--- src/rtl/rename_types.sv ---
package rename_types;

    localparam int PHYS_REG_W = 6;

    // physical register index into the 64-entry pool
    typedef logic [PHYS_REG_W-1:0] phys_reg_t;

    // reset-time layout of the register pool
    localparam int NUM_ARCH_REGS = 32;   // identity mapped at reset
    localparam int NUM_PHYS_REGS = 64;

    // registers left over for renaming, start in the free list
    localparam int NUM_FREE_REGS = NUM_PHYS_REGS - NUM_ARCH_REGS;

endpackage : rename_types

--- src/rtl/rv32i_types.sv ---
package rv32i_types;

    // architectural register index, x0..x31
    localparam int ARCH_REG_W = 5;

    typedef logic [ARCH_REG_W-1:0] arch_reg_t;

    // commit record handed from the rob to the retirement map
    // phys_reg holds the new mapping, arch_reg the destination
    typedef struct packed {
        rename_types::phys_reg_t phys_reg;
        arch_reg_t               arch_reg;
    } rob_out_t;

endpackage : rv32i_types

--- src/rtl/free_list.sv ---
`timescale 1ns/1ps

module free_list (
    input  logic                    clk,
    input  logic                    rst,
    input  logic                    pop,        // allocation on dispatch
    input  logic                    push,       // release on commit
    input  rename_types::phys_reg_t push_reg,
    output rename_types::phys_reg_t head_reg,
    output logic                    empty
);

    import rename_types::*;

    localparam int PTR_W = $clog2(NUM_FREE_REGS);

    phys_reg_t        mem [NUM_FREE_REGS];
    logic [PTR_W:0]   head;     // msb is the wrap bit
    logic [PTR_W:0]   tail;

    // queue is empty when both pointers match including wrap
    assign empty    = (head == tail);
    assign head_reg = mem[head[PTR_W-1:0]];

    always_ff @(posedge clk) begin
        if (rst) begin
            head <= '0;
            // full at reset, so tail sits one lap ahead
            tail <= {1'b1, {PTR_W{1'b0}}};
            for (int i = 0; i < NUM_FREE_REGS; i++) begin
                mem[i] <= phys_reg_t'(NUM_ARCH_REGS + i);
            end
        end else begin
            if (pop) begin
                head <= head + 1'b1;
            end
            if (push) begin
                mem[tail[PTR_W-1:0]] <= push_reg;
                tail                 <= tail + 1'b1;
            end
        end
    end

endmodule : free_list

--- src/rtl/rat.sv ---
`timescale 1ns/1ps

module rat (
    input  logic                    clk,
    input  logic                    rst,
    input  logic                    dispatch_valid,
    input  rv32i_types::arch_reg_t  dest_arch,
    input  rv32i_types::arch_reg_t  src1_arch,
    input  rv32i_types::arch_reg_t  src2_arch,
    input  logic                    rob_full,
    input  logic                    free_empty,
    input  rename_types::phys_reg_t free_head,
    output logic                    dispatch_fire,
    output rename_types::phys_reg_t alloc_phys,
    output rename_types::phys_reg_t src1_phys,
    output rename_types::phys_reg_t src2_phys
);

    import rename_types::*;

    phys_reg_t map [NUM_ARCH_REGS];   // speculative arch -> phys

    // the one accept decision for the whole subsystem
    // a full rob blocks even if a commit frees a slot this cycle
    assign dispatch_fire = dispatch_valid && !rob_full && !free_empty;

    assign alloc_phys = free_head;

    // lookups see the map before this cycle's write
    assign src1_phys = map[src1_arch];
    assign src2_phys = map[src2_arch];

    always_ff @(posedge clk) begin
        if (rst) begin
            for (int i = 0; i < NUM_ARCH_REGS; i++) begin
                map[i] <= phys_reg_t'(i);   // identity mapping
            end
        end else if (dispatch_fire) begin
            map[dest_arch] <= free_head;
        end
    end

endmodule : rat

--- src/rtl/rob.sv ---
`timescale 1ns/1ps

module rob #(
    parameter int QUEUE_DEPTH = 16
) (
    input  logic                           clk,
    input  logic                           rst,

    // from rename
    input  logic                           enqueue,
    input  rename_types::phys_reg_t        enq_phys,
    input  rv32i_types::arch_reg_t         enq_arch,

    // completion broadcast
    input  logic                           cdb_valid,
    input  logic [$clog2(QUEUE_DEPTH)-1:0] cdb_idx,

    output logic [$clog2(QUEUE_DEPTH)-1:0] tail_idx,
    output logic                           full,

    // to retirement map
    output logic                           commit_valid,
    output rv32i_types::rob_out_t          commit_rec
);

    import rv32i_types::*;

    localparam int IDX_W = $clog2(QUEUE_DEPTH);

    logic [IDX_W:0]   head;     // extra wrap bit
    logic [IDX_W:0]   tail;
    logic [IDX_W-1:0] head_idx;

    logic             entry_valid [QUEUE_DEPTH];
    logic             entry_done  [QUEUE_DEPTH];
    rob_out_t         entry_rec   [QUEUE_DEPTH];

    assign head_idx = head[IDX_W-1:0];
    assign tail_idx = tail[IDX_W-1:0];

    // same slot, different lap
    assign full = (head_idx == tail_idx) && (head[IDX_W] != tail[IDX_W]);

    // retire straight from the head entry
    assign commit_valid = entry_valid[head_idx] && entry_done[head_idx];
    assign commit_rec   = entry_rec[head_idx];

    always_ff @(posedge clk) begin
        if (rst) begin
            head <= '0;
            tail <= '0;
            for (int i = 0; i < QUEUE_DEPTH; i++) begin
                entry_valid[i] <= 1'b0;
                entry_done[i]  <= 1'b0;
            end
        end else begin
            if (enqueue) begin
                entry_valid[tail_idx] <= 1'b1;
                entry_done[tail_idx]  <= 1'b0;
                tail                  <= tail + 1'b1;
            end

            // cdb names an occupied entry, never the tail slot being filled
            if (cdb_valid) begin
                entry_done[cdb_idx] <= 1'b1;
            end

            if (commit_valid) begin
                entry_valid[head_idx] <= 1'b0;
                head                  <= head + 1'b1;
            end
        end
    end

    // record payload
    always_ff @(posedge clk) begin
        if (enqueue) begin
            entry_rec[tail_idx].phys_reg <= enq_phys;
            entry_rec[tail_idx].arch_reg <= enq_arch;
        end
    end

endmodule : rob

--- src/rtl/rrf.sv ---
`timescale 1ns/1ps

module rrf (
    input  logic                    clk,
    input  logic                    rst,
    input  logic                    commit_valid,
    input  rv32i_types::rob_out_t   commit_rec,
    output rename_types::phys_reg_t freed_phys
);

    import rename_types::*;

    phys_reg_t map [NUM_ARCH_REGS];   // committed arch -> phys

    // previous owner of the committing register goes back to the free list
    assign freed_phys = map[commit_rec.arch_reg];

    always_ff @(posedge clk) begin
        if (rst) begin
            for (int i = 0; i < NUM_ARCH_REGS; i++) begin
                map[i] <= phys_reg_t'(i);
            end
        end else if (commit_valid) begin
            map[commit_rec.arch_reg] <= commit_rec.phys_reg;
        end
    end

endmodule : rrf

--- src/rtl/rename_commit_top.sv ---
`timescale 1ns/1ps

module rename_commit_top #(
    parameter int QUEUE_DEPTH = 16
) (
    input  logic                           clk,
    input  logic                           rst,

    // dispatch side
    input  logic                           dispatch_valid,
    input  rv32i_types::arch_reg_t         dest_arch,
    input  rv32i_types::arch_reg_t         src1_arch,
    input  rv32i_types::arch_reg_t         src2_arch,
    output logic                           dispatch_stall,
    output rename_types::phys_reg_t        dispatch_phys,
    output logic [$clog2(QUEUE_DEPTH)-1:0] dispatch_rob_idx,
    output rename_types::phys_reg_t        src1_phys,
    output rename_types::phys_reg_t        src2_phys,

    // completion
    input  logic                           cdb_valid,
    input  logic [$clog2(QUEUE_DEPTH)-1:0] cdb_rob_idx,

    // commit side
    output logic                           commit_valid,
    output rv32i_types::rob_out_t          commit_rec,
    output rename_types::phys_reg_t        freed_phys
);

    import rename_types::*;

    logic      free_empty;
    phys_reg_t free_head;
    logic      dispatch_fire;
    logic      rob_full;

    // valid in the same cycle as the dispatch attempt
    assign dispatch_stall = rob_full || free_empty;

    free_list u_free_list (
        .clk      (clk),
        .rst      (rst),
        .pop      (dispatch_fire),
        .push     (commit_valid),   // freed reg returns on commit
        .push_reg (freed_phys),
        .head_reg (free_head),
        .empty    (free_empty)
    );

    rat u_rat (
        .clk            (clk),
        .rst            (rst),
        .dispatch_valid (dispatch_valid),
        .dest_arch      (dest_arch),
        .src1_arch      (src1_arch),
        .src2_arch      (src2_arch),
        .rob_full       (rob_full),
        .free_empty     (free_empty),
        .free_head      (free_head),
        .dispatch_fire  (dispatch_fire),
        .alloc_phys     (dispatch_phys),
        .src1_phys      (src1_phys),
        .src2_phys      (src2_phys)
    );

    rob #(
        .QUEUE_DEPTH (QUEUE_DEPTH)
    ) u_rob (
        .clk          (clk),
        .rst          (rst),
        .enqueue      (dispatch_fire),
        .enq_phys     (dispatch_phys),
        .enq_arch     (dest_arch),
        .cdb_valid    (cdb_valid),
        .cdb_idx      (cdb_rob_idx),
        .tail_idx     (dispatch_rob_idx),
        .full         (rob_full),
        .commit_valid (commit_valid),
        .commit_rec   (commit_rec)
    );

    rrf u_rrf (
        .clk          (clk),
        .rst          (rst),
        .commit_valid (commit_valid),
        .commit_rec   (commit_rec),
        .freed_phys   (freed_phys)
    );

endmodule : rename_commit_top

--- config.mk ---
export PLATFORM = sky130hd
export DESIGN_NAME = rename_commit_top
export DESIGN_NICKNAME = d
export VERILOG_FILES = /design/src/rtl/rename_types.sv /design/src/rtl/rv32i_types.sv /design/src/rtl/free_list.sv /design/src/rtl/rat.sv /design/src/rtl/rob.sv /design/src/rtl/rrf.sv /design/src/rtl/rename_commit_top.sv
export SDC_FILE = /design/constraint.sdc
export NUM_CORES = 1
export LEC_CHECK = 0
export ABC_CLOCK_PERIOD_IN_PS = 5800
export BUFFER_PORTS_ARGS = -buffer_cell sky130_fd_sc_hd__clkbuf_2
export CAP_MARGIN = 20
export CORE_MARGIN = 1
export CORE_UTILIZATION = 45
export DETAILED_ROUTE_END_ITERATION = 7
export PLACE_DENSITY_LB_ADDON = 0.2
export REMOVE_ABC_BUFFERS = 1
export SETUP_SLACK_MARGIN = 0.3
export SLEW_MARGIN = 20
export SYNTH_ARGS = -nofsm -noshare
export SYNTH_HDL_FRONTEND = slang
export SYNTH_SLANG_ARGS = --single-unit
--- constraint.sdc ---
create_clock -name clk -period 5.8 [get_ports clk]
set_input_delay 1.45 -clock clk [delete_from_list [all_inputs] [get_ports clk]]
set_output_delay 1.45 -clock clk [all_outputs]
set_load 0.01 [all_outputs]
# == Yosys cells after proc, flatten, opt, wreduce, memory -nomap -nowiden ==
# Memory sizes are Yosys's and may differ from the RTL's. A register that Yosys moved wholly into a read port is not among the register bits.
# Index checks and enable logic that the tools add are counted.
# totals
ramBits,784
in_bits,23
word_cells,72
latchBits,0
memories,6
output_inout_bits,41
ff_bits,22
romBits,0
# classes
shifts,0
reduce_logical,14
n_lt_le_gt_ge,0
n_bitwise,0
div_mod_pow,0
mul,0
n_addsub,4
eq_ne,3
n_mux,41
# mem_list
name,depth,word_bits,read_ports,rd_clocked_by_memory_dff,write_ports,line,source
u_free_list.mem,32,6,1,1,32,free_list.sv:17,phys_reg_t mem [NUM_FREE_REGS];
u_rat.map,32,6,2,0,32,rat.sv:21,phys_reg_t map [NUM_ARCH_REGS];
u_rrf.map,32,6,1,0,32,rrf.sv:13,phys_reg_t map [NUM_ARCH_REGS];
u_rob.entry_rec,16,11,1,1,1,rob.sv:36,rob_out_t entry_rec [QUEUE_DEPTH];
u_rob.entry_done,16,1,1,1,16,rob.sv:35,logic entry_done [QUEUE_DEPTH];
u_rob.entry_valid,16,1,1,1,16,rob.sv:34,logic entry_valid [QUEUE_DEPTH];
# ops
op,n
2-to-1 mux 4 bit,10
2-to-1 mux 5 bit,5
2-to-1 mux 1 bit,23
2-to-1 mux 6 bit,3
OR reduction 6 bit,3
adder 6 x 1 -> 6 bit (second input constant),2
adder 5 x 1 -> 5 bit (second input constant),2
equality test 6 bit,1
equality test 4 bit,1
logical AND 1 bit,4
OR reduction 1 bit,4
logical NOT 1 bit,2
logical OR 1 bit,1
inequality test 1 bit,1

# == Longest topological paths before layout ==
# depth
word_depth,10
mapped_depth,14
depth_no_buf,10

# == By module ==
# From an unflattened synthesis, not the netlist that was laid out.
# unflattened
cells_unflattened,2545
hier_area_um2,38328.0
# modules_own_cells
module,cells_each,area_each_um2,seq_area_each_um2,n_inst
rat,678,10647.7,5765.5,1
free_list,662,9599.2,6105.9,1
rrf,702,9193.8,5765.5,1
rob,502,8881.0,6206.0,1
rename_commit_top,1,6.3,0.0,1

# == Worst setup path after synthesis ==
# OpenSTA, ideal clock, no wires.
# synth_path
path_type,input port to output port
start,in src1_arch[0]
end,out src1_phys[0]
path_stages,5
path_buffers,2
required_time_ns,4.350
slack_ns,0.553
t_arrival_ns,3.797
path_cell_list,buf_1 > buf_1 > mux4_2 > mux4_2 > mux2_2
# synth_via
elab_chain_cells,1
# synth_rtl
item,line,source
"start, declared",rename_commit_top.sv:12,"input rv32i_types::arch_reg_t src1_arch,"
memory read (32 x 6 bit),-,
"end, declared",rename_commit_top.sv:17,"output rename_types::phys_reg_t src1_phys,"
# Every way passes these cells.

==> results.ini <==
[worst_setup_path]
ff2ff_path_depth = 11
path_class = register to primary output
timing.rr.end = u_rrf.map[16][0]$_SDFFCE_PN0P_
path_cells = buf_12, mux4_2, mux2_2, nor4_2, o211ai_1, buf_4, a211o_1, o211ai_1, nor4_4, buf_4, inv_2, clkbuf_2
cpPeakStageDelay_ps = 580
critical_path_arrival_ps = 3910
critPathRequiredTime_ps = 4350
critPathMaxFanout = 32
cp-end-kind = primary output
slowest_stage = mux4_2
setup.worst_path.start_class = register
r2r_slack_ps = 1600

[sta]
rsz0062_at_grt = true
fmax_mhz = 186.6
worst_slew_pin_slew_ps = 1026
worst_clock_skew_ps = 36.49
period_needed_ps = 5359
finalSetupViolCount = 0
fin_hold_ws_ps = 490.4
max-slew-margin-rel_pct = 31.06
drv_slew = 0
period_share_pct = 92.40
hold_viol = 0

[yosys]
synthesis.area_um2 = 38780
synth_top_area_share_pct = 58.23
yosys_register_bits = 815
synthCells = 2852
synth-edff-count = 752
seq_area_frac_synth_pct = 61.48
synth_top_cell_by_area = edfxtp_1
synth_flop_cell = edfxtp_1
ys_top_cells_by_area = edfxtp_1, mux4_2, nor2_1
synth_warnings = 0
syn_avg_cell_area_um2 = 13.60
synth.distinct_cells = 80
async_reset_ff_share_pct = 0

[final_layout]
fin_util_pct = 51.29
antenna_cells = 0
layout_common_cells = edfxtp_1, nor2_1, nand2_1
areaGrowthSynthToFinish_pct = 12.78
drive_gt1_share_pct = 22.58
top_regs = u_free_list.mem x192, u_rat.map x192, u_rrf.map x192
layout_commonest_cell = edfxtp_1
nNetsFinal = 2932

[min_path]
hold_path.startpoint = u_rob.entry_done[8]$_DFF_P_
min_path_cells = 2
hold_end = u_rob.entry_done[8]$_DFF_P_
min_path_type = register to register

[grt]
globalRouteOverflowTotal = 0
grt_pass1_wl_um = 165900
grtUsageMet2_pct = 41.14
first_global_vias = 24740
antenna_found_initial = 6
use_met3_pct = 4.150
grtUsageMet1_pct = 37.08
grt_busiest_layer = met2
grt_use_total_pct = 26.03
grt_start_max_net_pins = 76

[clocking]
cts.sinks = 815
clockBufferDepth = 3
htree_num_levels = 3
cts_tree = built
clkTransAtPathRegs_ps = 60
clock_latency_ps = 640
clockRootBuffer = clkbuf_16
cts_buffers = 89

[pwr]
p_comb_share_pct = 9.4
swShare_pct = 24.03
power_frac_seq_pct = 47.7
power.internal_uw = 10510
p_sw_uw = 3325
power.density_nw_per_um2 = 316.3
power_frac_clock_pct = 42.9
peakVddDrop_v = 0.0001930
p_leak_uw = 0.01361

[place]
place_hpwl_um = 76290
io_buffers = 63
place.gp.congestion = 0.9202

[die]
placementRows = 107
die_height_um = 295.6
core_area_um2 = 85280
design.die.area_um2 = 87360
die_x_um = 295.6
start_util_pct = 45.48
io_pins = 64

[status]
status = complete, no violations

[flow_run]
cap_viol_max_count = 0

[drt]
viasPerCell = 6.122
wirelength_um = 112600
wl_per_cell_um = 27.36
vias = 25190
route.detailed.drc = 0
ant_nets = 0
drtIter0Drc = 3138
firstDrtPassIters = 6

## cells by family after synthesis
group,Yosys count,synth area share (%)
DFF,815,61.48
AOI/OAI and AO/OA,252,4.920
and+or+nand+nor,1166,13.87
buffers and inverters,249,2.900
muxes,331,15.82
xor gates and xnor gates,26,0.5872
adders and majority gates,13,0.4194
## worst max-delay path by stage
stage	startpoint	endpoint	slack, ps	depth (start not counted)
global placement	register	freed_phys[0]	640	11
floorplan	register	freed_phys[5]	-3230	9
CTS	register	freed_phys[5]	320	12
global route	register	freed_phys[4]	290	11
finish	register	freed_phys[4]	440	12
detailed placement	register	freed_phys[0]	590	12
## metal layers
layer | vias to the layer above | part of all wire [%]
met2 | 1253 | 47
li1 | 10820 | -
met4 | 8 | 2.6
met1 | 12910 | 42
met5 | - | 0.046
met3 | 199 | 8.8
## cells in the mapped netlist, types with 6 or more instances
library cell  instances
o2111ai_1            10
mux2_1                9
buf_2                32
xnor2_1              18
clkbuf_1            126
and4_1                7
o21ai_1               7
mux2_2               34
mux2i_1              66
a21o_1                8
a211oi_1             18
o21ai_0              56
nand3_2              29
dfxtp_1              63
inv_1                28
o32ai_1              11
o211ai_1             32
buf_6                 8
nor2b_1               9
a211o_1              14
nand3_1              96
buf_4                21
xor2_1                8
and3_1               21
o22a_1                6
nand2_1             357
nor2_1              438
nand4_1              19
o311ai_1              6
o211a_1               6
and2_1               15
inv_2                 9
or3_1                 6
o22ai_1              11
mux4_2              217
a21oi_1              13
nand2b_1            103
edfxtp_1            752
a21boi_0              7
or2_2                13
nor3_1               24
ha_1                 13
buf_1                24
a2111o_1              7
## power groups by stage
stage	logic, µW	registers [µW]	clock network [µW]
2_1_floorplan	675	6690	0
3_5_place_dp	1280	6720	0
4_1_cts	1290	6600	6020
5_1_grt	1360	6610	6230
6_report	1300	6600	5940
3_3_place_gp	1260	6720	0
## per-stage QoR
| stage | setup slack, ps | power, µW | setup TNS (ps) | cells | cell area, µm² |
|---|---|---|---|---|---|
| floorplan | -3226 | 7368 | -291960 | 2640 | 37800 |
| global placement | 640.3 | 7983 | 0 | 3945 | 40560 |
| detailed placement | 588.3 | 8000 | 0 | 3945 | 40560 |
| CTS | 318.5 | 13910 | 0 | 4114 | 43700 |
| global route | 293.0 | 14200 | 0 | 4115 | 43740 |
| finish | 440.9 | 13840 | 0 | 4115 | 43740 |
## critical path, delay by kind of cell, from the launching register on
family | cells | cell delay [ps]
muxes | 2 | 950
buffers and inverters | 5 | 750
AOI/OAI and AO/OA | 3 | 650
and+or+nand+nor | 2 | 500
DFF | 1 | 380
## what timing repair did
action                                  CTS  global route
setup buffers                             3             1
endpoints found under the setup margin    6             6
hold buffers                              0             0
resized for setup                         9            10
pin swaps                                 4             2
## cell type report
cell class | instances | area [µm²]
timing repair buffer | 165 | 1162
fill | 7271 | 41540
inverter | 37 | 141.4
clock buffer | 112 | 2451
multi-input combinational | 1788 | 14090
clock inverter | 54 | 609.3
tap | 1144 | 1431
sequential | 815 | 23860
No activity file was read; power rests on OpenSTA's default activity.
